File: src/source/spad_pkg.sv
package spad_pkg;

   // number of bits held in one scratchpad word
   localparam int SPAD_WIDTH = 32;

   // number of words in the scratchpad
   localparam int SPAD_ELS = 16;

   // address width follows from the depth
   // with 16 words this comes out to 4 bits
   localparam int SPAD_ADDR_W = $clog2(SPAD_ELS);

   // command opcodes accepted on the command port
   // every command except a read writes through the bit mask
   typedef enum logic [1:0]
   {
      // read the word at the address
      SPAD_OP_READ  = 2'b00,
      // masked write of the command data
      SPAD_OP_WRITE = 2'b01,
      // masked lanes become one
      SPAD_OP_SET   = 2'b10,
      // masked lanes become zero
      SPAD_OP_CLEAR = 2'b11
   } spad_op_e;

   // lane data patterns used by set and clear
   localparam logic [SPAD_WIDTH-1:0] SPAD_ALL_ONES  = '1;
   localparam logic [SPAD_WIDTH-1:0] SPAD_ALL_ZEROS = '0;

endpackage

File: src/source/spad_mem_1rw_mask.sv
`timescale 1ns/1ps

// single port synchronous memory with a write mask per bit
// only one read or one write happens in a cycle
module spad_mem_1rw_mask
   import spad_pkg::*;
(
   input  logic                   clk_i,
   input  logic                   v_i,
   input  logic                   w_i,
   input  logic [SPAD_ADDR_W-1:0] addr_i,
   input  logic [SPAD_WIDTH-1:0]  data_i,
   input  logic [SPAD_WIDTH-1:0]  w_mask_i,
   output logic [SPAD_WIDTH-1:0]  data_o
);

   // the storage array itself
   // contents are undefined until a location is written
   logic [SPAD_WIDTH-1:0] mem [SPAD_ELS];

   // address captured on a read
   logic [SPAD_ADDR_W-1:0] addr_r;

   // a read is a valid command that is not a write
   logic read_en;

   // a write is a valid command with the write strobe up
   logic write_en;

   // the word at the addressed location before the write
   logic [SPAD_WIDTH-1:0] old_word;

   // the merged word that goes back into the array
   logic [SPAD_WIDTH-1:0] data_n;

   assign read_en  = v_i & ~w_i;
   assign write_en = v_i & w_i;

   // register the read address so the data shows up one cycle later
   // the address holds between reads so the output stays on the last read word
   always_ff @(posedge clk_i)
   begin
      if (read_en)
      begin
         addr_r <= addr_i;
      end
   end

   // read data is combinational from the registered address
   assign data_o = mem[addr_r];

   // old contents of the location being written
   assign old_word = mem[addr_i];

   // merge the new bits into the old word lane by lane
   // a set mask bit takes the new data and a clear one keeps the stored bit
   always_comb
   begin
      for (int i = 0; i < SPAD_WIDTH; i++)
      begin
         data_n[i] = w_mask_i[i] ? data_i[i] : old_word[i];
      end
   end

   // the whole merged word is stored in one assignment
   // this avoids a nonblocking assignment per bit inside a loop
   always_ff @(posedge clk_i)
   begin
      if (write_en)
      begin
         mem[addr_i] <= data_n;
      end
   end

endmodule

File: src/source/spad_read_hold.sv
`timescale 1ns/1ps

// holds the result of the most recent read
// the output only changes on a cycle where fresh read data arrives
module spad_read_hold
   import spad_pkg::*;
(
   input  logic                  clk_i,
   input  logic                  rst_i,
   input  logic                  load_i,
   input  logic [SPAD_WIDTH-1:0] data_i,
   output logic [SPAD_WIDTH-1:0] data_o
);

   // captured copy of the last read word
   logic [SPAD_WIDTH-1:0] data_r;

   // capture the word on the cycle the read completes
   // reset clears it so the output reads zero before the first read
   always_ff @(posedge clk_i)
   begin
      if (rst_i)
      begin
         data_r <= '0;
      end
      else if (load_i)
      begin
         data_r <= data_i;
      end
   end

   // fresh data bypasses the register on the completing cycle
   // on all other cycles the captured word is driven
   always_comb
   begin
      if (load_i)
      begin
         data_o = data_i;
      end
      else
      begin
         data_o = data_r;
      end
   end

endmodule

File: src/source/spad_cmd_decode.sv
`timescale 1ns/1ps

// turns one command per cycle into memory strobes
// also tracks when a read completes on the following cycle
module spad_cmd_decode
   import spad_pkg::*;
(
   input  logic                   clk_i,
   input  logic                   rst_i,
   input  logic                   cmd_v_i,
   input  spad_op_e               cmd_op_i,
   input  logic [SPAD_ADDR_W-1:0] cmd_addr_i,
   input  logic [SPAD_WIDTH-1:0]  cmd_data_i,
   input  logic [SPAD_WIDTH-1:0]  cmd_mask_i,
   output logic                   mem_v_o,
   output logic                   mem_w_o,
   output logic [SPAD_ADDR_W-1:0] mem_addr_o,
   output logic [SPAD_WIDTH-1:0]  mem_data_o,
   output logic [SPAD_WIDTH-1:0]  mem_mask_o,
   output logic                   rd_valid_o
);

   // write class opcode flag from the decode below
   logic op_write;

   // lane data chosen by the opcode
   logic [SPAD_WIDTH-1:0] lane_data;

   // a read issued in this cycle
   logic rd_issue;

   // registered copy of rd_issue
   logic rd_valid_r;

   // decode the opcode into a write flag and the lane data
   // set and clear reuse the masked write path with a fixed pattern
   always_comb
   begin
      op_write  = 1'b0;
      lane_data = SPAD_ALL_ZEROS;
      unique case (cmd_op_i)
         SPAD_OP_READ:
         begin
            op_write  = 1'b0;
            lane_data = SPAD_ALL_ZEROS;
         end
         SPAD_OP_WRITE:
         begin
            op_write  = 1'b1;
            lane_data = cmd_data_i;
         end
         SPAD_OP_SET:
         begin
            op_write  = 1'b1;
            lane_data = SPAD_ALL_ONES;
         end
         SPAD_OP_CLEAR:
         begin
            op_write  = 1'b1;
            lane_data = SPAD_ALL_ZEROS;
         end
      endcase
   end

   // every command strobe is accepted and goes straight to the memory
   assign mem_v_o    = cmd_v_i;
   assign mem_w_o    = cmd_v_i & op_write;
   assign mem_addr_o = cmd_addr_i;
   assign mem_data_o = lane_data;

   // the mask only matters on writes
   // a read sends an empty mask so no lane could ever be touched
   assign mem_mask_o = op_write ? cmd_mask_i : SPAD_ALL_ZEROS;

   // a valid command that does not write is a read
   assign rd_issue = cmd_v_i & ~op_write;

   // the memory returns data one cycle after the read command
   // so the read completion is the issue flag delayed by one cycle
   always_ff @(posedge clk_i)
   begin
      if (rst_i)
      begin
         rd_valid_r <= 1'b0;
      end
      else
      begin
         rd_valid_r <= rd_issue;
      end
   end

   assign rd_valid_o = rd_valid_r;

endmodule

File: src/source/spad_top.sv
`timescale 1ns/1ps

// bit masked scratchpad
// one command per cycle with read data returned on the next cycle
module spad_top
   import spad_pkg::*;
(
   input  logic                   clk_i,
   input  logic                   rst_i,
   input  logic                   cmd_v_i,
   input  spad_op_e               cmd_op_i,
   input  logic [SPAD_ADDR_W-1:0] cmd_addr_i,
   input  logic [SPAD_WIDTH-1:0]  cmd_data_i,
   input  logic [SPAD_WIDTH-1:0]  cmd_mask_i,
   output logic                   rd_valid_o,
   output logic [SPAD_WIDTH-1:0]  rd_data_o
);

   // decoder to memory strobes and payload
   logic                   mem_v;
   logic                   mem_w;
   logic [SPAD_ADDR_W-1:0] mem_addr;
   logic [SPAD_WIDTH-1:0]  mem_data;
   logic [SPAD_WIDTH-1:0]  mem_mask;

   // word at the registered read address
   logic [SPAD_WIDTH-1:0]  mem_rdata;

   // read completion from the decoder
   // it loads the hold register and is also the top level valid
   logic                   rd_valid;

   spad_cmd_decode u_decode (
      .clk_i      (clk_i),
      .rst_i      (rst_i),
      .cmd_v_i    (cmd_v_i),
      .cmd_op_i   (cmd_op_i),
      .cmd_addr_i (cmd_addr_i),
      .cmd_data_i (cmd_data_i),
      .cmd_mask_i (cmd_mask_i),
      .mem_v_o    (mem_v),
      .mem_w_o    (mem_w),
      .mem_addr_o (mem_addr),
      .mem_data_o (mem_data),
      .mem_mask_o (mem_mask),
      .rd_valid_o (rd_valid)
   );

   spad_mem_1rw_mask u_mem (
      .clk_i    (clk_i),
      .v_i      (mem_v),
      .w_i      (mem_w),
      .addr_i   (mem_addr),
      .data_i   (mem_data),
      .w_mask_i (mem_mask),
      .data_o   (mem_rdata)
   );

   spad_read_hold u_hold (
      .clk_i  (clk_i),
      .rst_i  (rst_i),
      .load_i (rd_valid),
      .data_i (mem_rdata),
      .data_o (rd_data_o)
   );

   assign rd_valid_o = rd_valid;

endmodule

File: config.mk
export PLATFORM = sky130hd
export DESIGN_NAME = spad_top
export DESIGN_NICKNAME = d
export VERILOG_FILES = /design/src/source/spad_pkg.sv /design/src/source/spad_mem_1rw_mask.sv /design/src/source/spad_read_hold.sv /design/src/source/spad_cmd_decode.sv /design/src/source/spad_top.sv
export SDC_FILE = /design/constraint.sdc
export NUM_CORES = 1
export LEC_CHECK = 0
export BUFFER_PORTS_ARGS = -buffer_cell sky130_fd_sc_hd__buf_2
export CORE_MARGIN = 5
export CORE_UTILIZATION = 55
export DETAILED_ROUTE_END_ITERATION = 8
export GPL_TIMING_DRIVEN = 0
export PLACE_DENSITY = 0.81
export SLEW_MARGIN = 5
export SYNTH_ARGS = -nofsm -noshare
export SYNTH_HDL_FRONTEND = slang
export SYNTH_HIERARCHICAL = 1
export SYNTH_SLANG_ARGS = --single-unit
File: constraint.sdc
create_clock -name clk_i -period 2.85 [get_ports clk_i]
set_input_delay 0.1425 -clock clk_i [delete_from_list [all_inputs] [get_ports clk_i]]
set_output_delay 0.1425 -clock clk_i [all_outputs]
set_load 0.03 [all_outputs]
==> metrics.yaml <==
cp.arrival_ps: 2770
rrSetupSlack_ps: 600
hold_violations: 0
rsz0062_at_grt: "true"
detail_route.drc_violations: 0
violations: "setup timing"
finalSetupViolCount: 1
gp_congestion: 0.8599
grt_usage_pct: 27.07
critPathLaunchType: "register"
cts.sinks: 553
synth_adder_area_share_pct: 0
synth_seq_cells: 553
drt-total-wl_um: 64370
routedWlPerCell_um: 26.40
fp.dieW_um: 218.1
rr_worst_depth: 7
endpoint: "rd_data_o[0]"
switchingPower_w: 0.004257
grt_max_degree: 17
ys_types: 20
p_leak_nw: 8.539
finalCriticalPeriod_ps: 2914
post-route-cell-area_mm2: 0.02747
syn-num-nets: 1710
tns_ps: -64.42
tightest_slew_ps: 1079
ioPinCount: 106
start_util_pct: 55.39
area_delta_synth_final_pct: 15.38
clockBufferDepth: 3
core.rowCount: 76
grt_pass1_wl_um: 94250
max-cap-violations: 0
clk_pin_slew_worst_paths_ps: 70
critPathCaptureType: "output port"
hpwl_um: 39660
seqPwrFrac_pct: 49.1
clock_skew_ps: 34.74
overflow: 0
ys.warnings.count: 6
nets: 1876
yosys.area.top_type_share_pct: 65.08
cts_tree: "built"
status: "finished with violations"
firstDrtPassIters: 6
preCtsSetupSlack_ps: -54.74
avgSynthCellArea_um2: 14.54
setup_slack_ps: -64.42
ir_drop_v: 0.0004960
drive_gt1_share_pct: 24.49
die-area_mm2: 0.04755
dr_total_vias: 15280
final_util_pct: 63.91
dpl_cell_area_mm2: 0.02505
synth-simple-area-share_pct: 11.47
synth_enable_flop_cells: 516
relSlewSlack_pct: 28.09
synth_compound_area_share_pct: 3.038
power.clock.fraction_pct: 40.6
synthFlopType: "edfxtp_1"
period_share_pct: 102.3
grt_pass1_vias: 15510
combPwrFrac_pct: 10.3
portBuffers: 101
r2r-end: "u_hold/data_r[0]"
antenna_found_initial: 3
synth_mux_area_share_pct: 14.28
synth.top_cells.by_area: "edfxtp_1 (65%), mux4_2 (12%), nor2_1 (8.1%), dfxtp_1 (3.1%), a22oi_1 (2.0%)"
synth_area_mm2: 0.02381
h-tree-depth: 2
finalPower_w: 0.01833
required_ps: 2710
cts_root_buf: "clkbuf_16"
synth_largest_area_cell: "edfxtp_1"
synthTopCellsByCount: "edfxtp_1 (516), nor2_1 (516), mux4_2 (128), clkbuf_1 (97), nor2b_1 (74)"
p_int_w: 0.01408
synth_top_family_by_area: "multiplexers"
synthArstFlopShare_pct: 0
power.density_mw_per_mm2: 667.4
core_area_mm2: 0.04298
synth-xor-area-share_pct: 0
die_h_um: 218.1
drt_iter0_drc: 2127
ant_nets: 0
max_freq_ghz: 0.3431
insertion_delay_ps: 620
cts_buffers: 55
hold_path.class: "in2reg"
ys_seq_area_share_pct: 68.19
critPathKind: "reg2out"
netlist_instances: 1637
p_sw_share_pct: 23.22
via_per_inst: 6.268
report.final.slew_viol_count: 0
crit_fanout: 10
## timing repair
item | 4_1_cts | 5_1_grt
hold buffers | 7 | 0
pin swaps | 3 | 9
resized for setup | 108 | 44
buffers inserted | 0 | 0
endpoints found under the hold margin | 11 | 0
setup endpoints to repair | 32 | 32
gates cloned | 0 | 1
## placed cells by master (no fill, tap or decap), drive strengths merged
cell type and count:
edfxtp 516, nor2 516, clkbuf 167, buf 155, mux4 128, nor2b 74
nand2 73, a22oi 64, dfxtp 37, mux2 36, a21o 32, clkinv 21
bufinv 7, dlygate4sd3 7, nand3 6, clkinvlp 5, diode 3, inv 2
and2 2, nor4b 1, nand4 1
## through the flow
step	cells	hold slack [ps]
floorplan	1637	214.1
global placement	2323	348.0
detailed placement	2323	355.8
CTS	2434	30.76
global route	2435	62.65
finish	2438	78.00
## cell type report
class	count	area, µm²
flip-flops and latches	553	16240
fillers	2949	15510
multi-input cells	933	7036
clock buffers	69	1500
plain buffers	151	985.9
well taps	585	732.0
repair buffers	109	605.6
clock inverters	35	364.1
diodes	3	7.507
## cell families (layout without fill, tap and decap cells)
kind of cell,after synthesis,in the layout
other,0,3
buffers and inverters,151,364
AND/OR/NAND/NOR,673,673
multiplexers,164,164
flip-flops,553,553
AO/OA/AOI/OAI,96,96
## worst min path at each step
stage               cells past startpoint             endpoint            from  slack, ps
CTS                                     2     u_mem/mem[1][22]  cmd_data_i[22]         30
floorplan                               1    u_hold/data_r[30]           rst_i        210
finish                                  2     u_mem/mem[1][22]  cmd_data_i[22]         80
global placement                        2  u_decode/rd_valid_o     cmd_op_i[1]        350
global route                            2     u_mem/mem[2][22]  cmd_data_i[22]         60
detailed placement                      2  u_decode/rd_valid_o     cmd_op_i[1]        360
## worst max-delay path: stages, from the launching register on
cell	delay (ps)
dfxtp_1	400
nor2b_1	220
clkbuf_1	360
clkbuf_2	500
a22oi_1	170
nand2_1	170
mux2_4	190
buf_4	150
## power by group through the flow
stage / registers [W] / logic [W] / clock network [W]
2_1_floorplan: 0.00916 / 0.00110 / 0
3_3_place_gp: 0.00917 / 0.00163 / 0
3_5_place_dp: 0.00917 / 0.00167 / 0
4_1_cts: 0.00900 / 0.00179 / 0.00750
5_1_grt: 0.00900 / 0.00198 / 0.00787
6_report: 0.00900 / 0.00189 / 0.00744
## routing by layer
| layer | track usage, % | vias to the layer above | part of all wire, % |
|---|---|---|---|
| li1 | - | 6287 | - |
| met1 | 34.54 | 7519 | 33 |
| met2 | 43.33 | 1216 | 47 |
| met3 | 7.400 | 255 | 14 |
| met4 | 13.08 | 4 | 5.7 |
| met5 | 1.354 | - | 0.16 |
## flip-flops by register name (all words and copies together) (netlist names), named ones only
signal               cells
u_mem/mem              512
u_mem/addr_r             4
u_decode/rd_valid_o      1
u_hold/data_r           32
(Power assumes the default switching activity.)
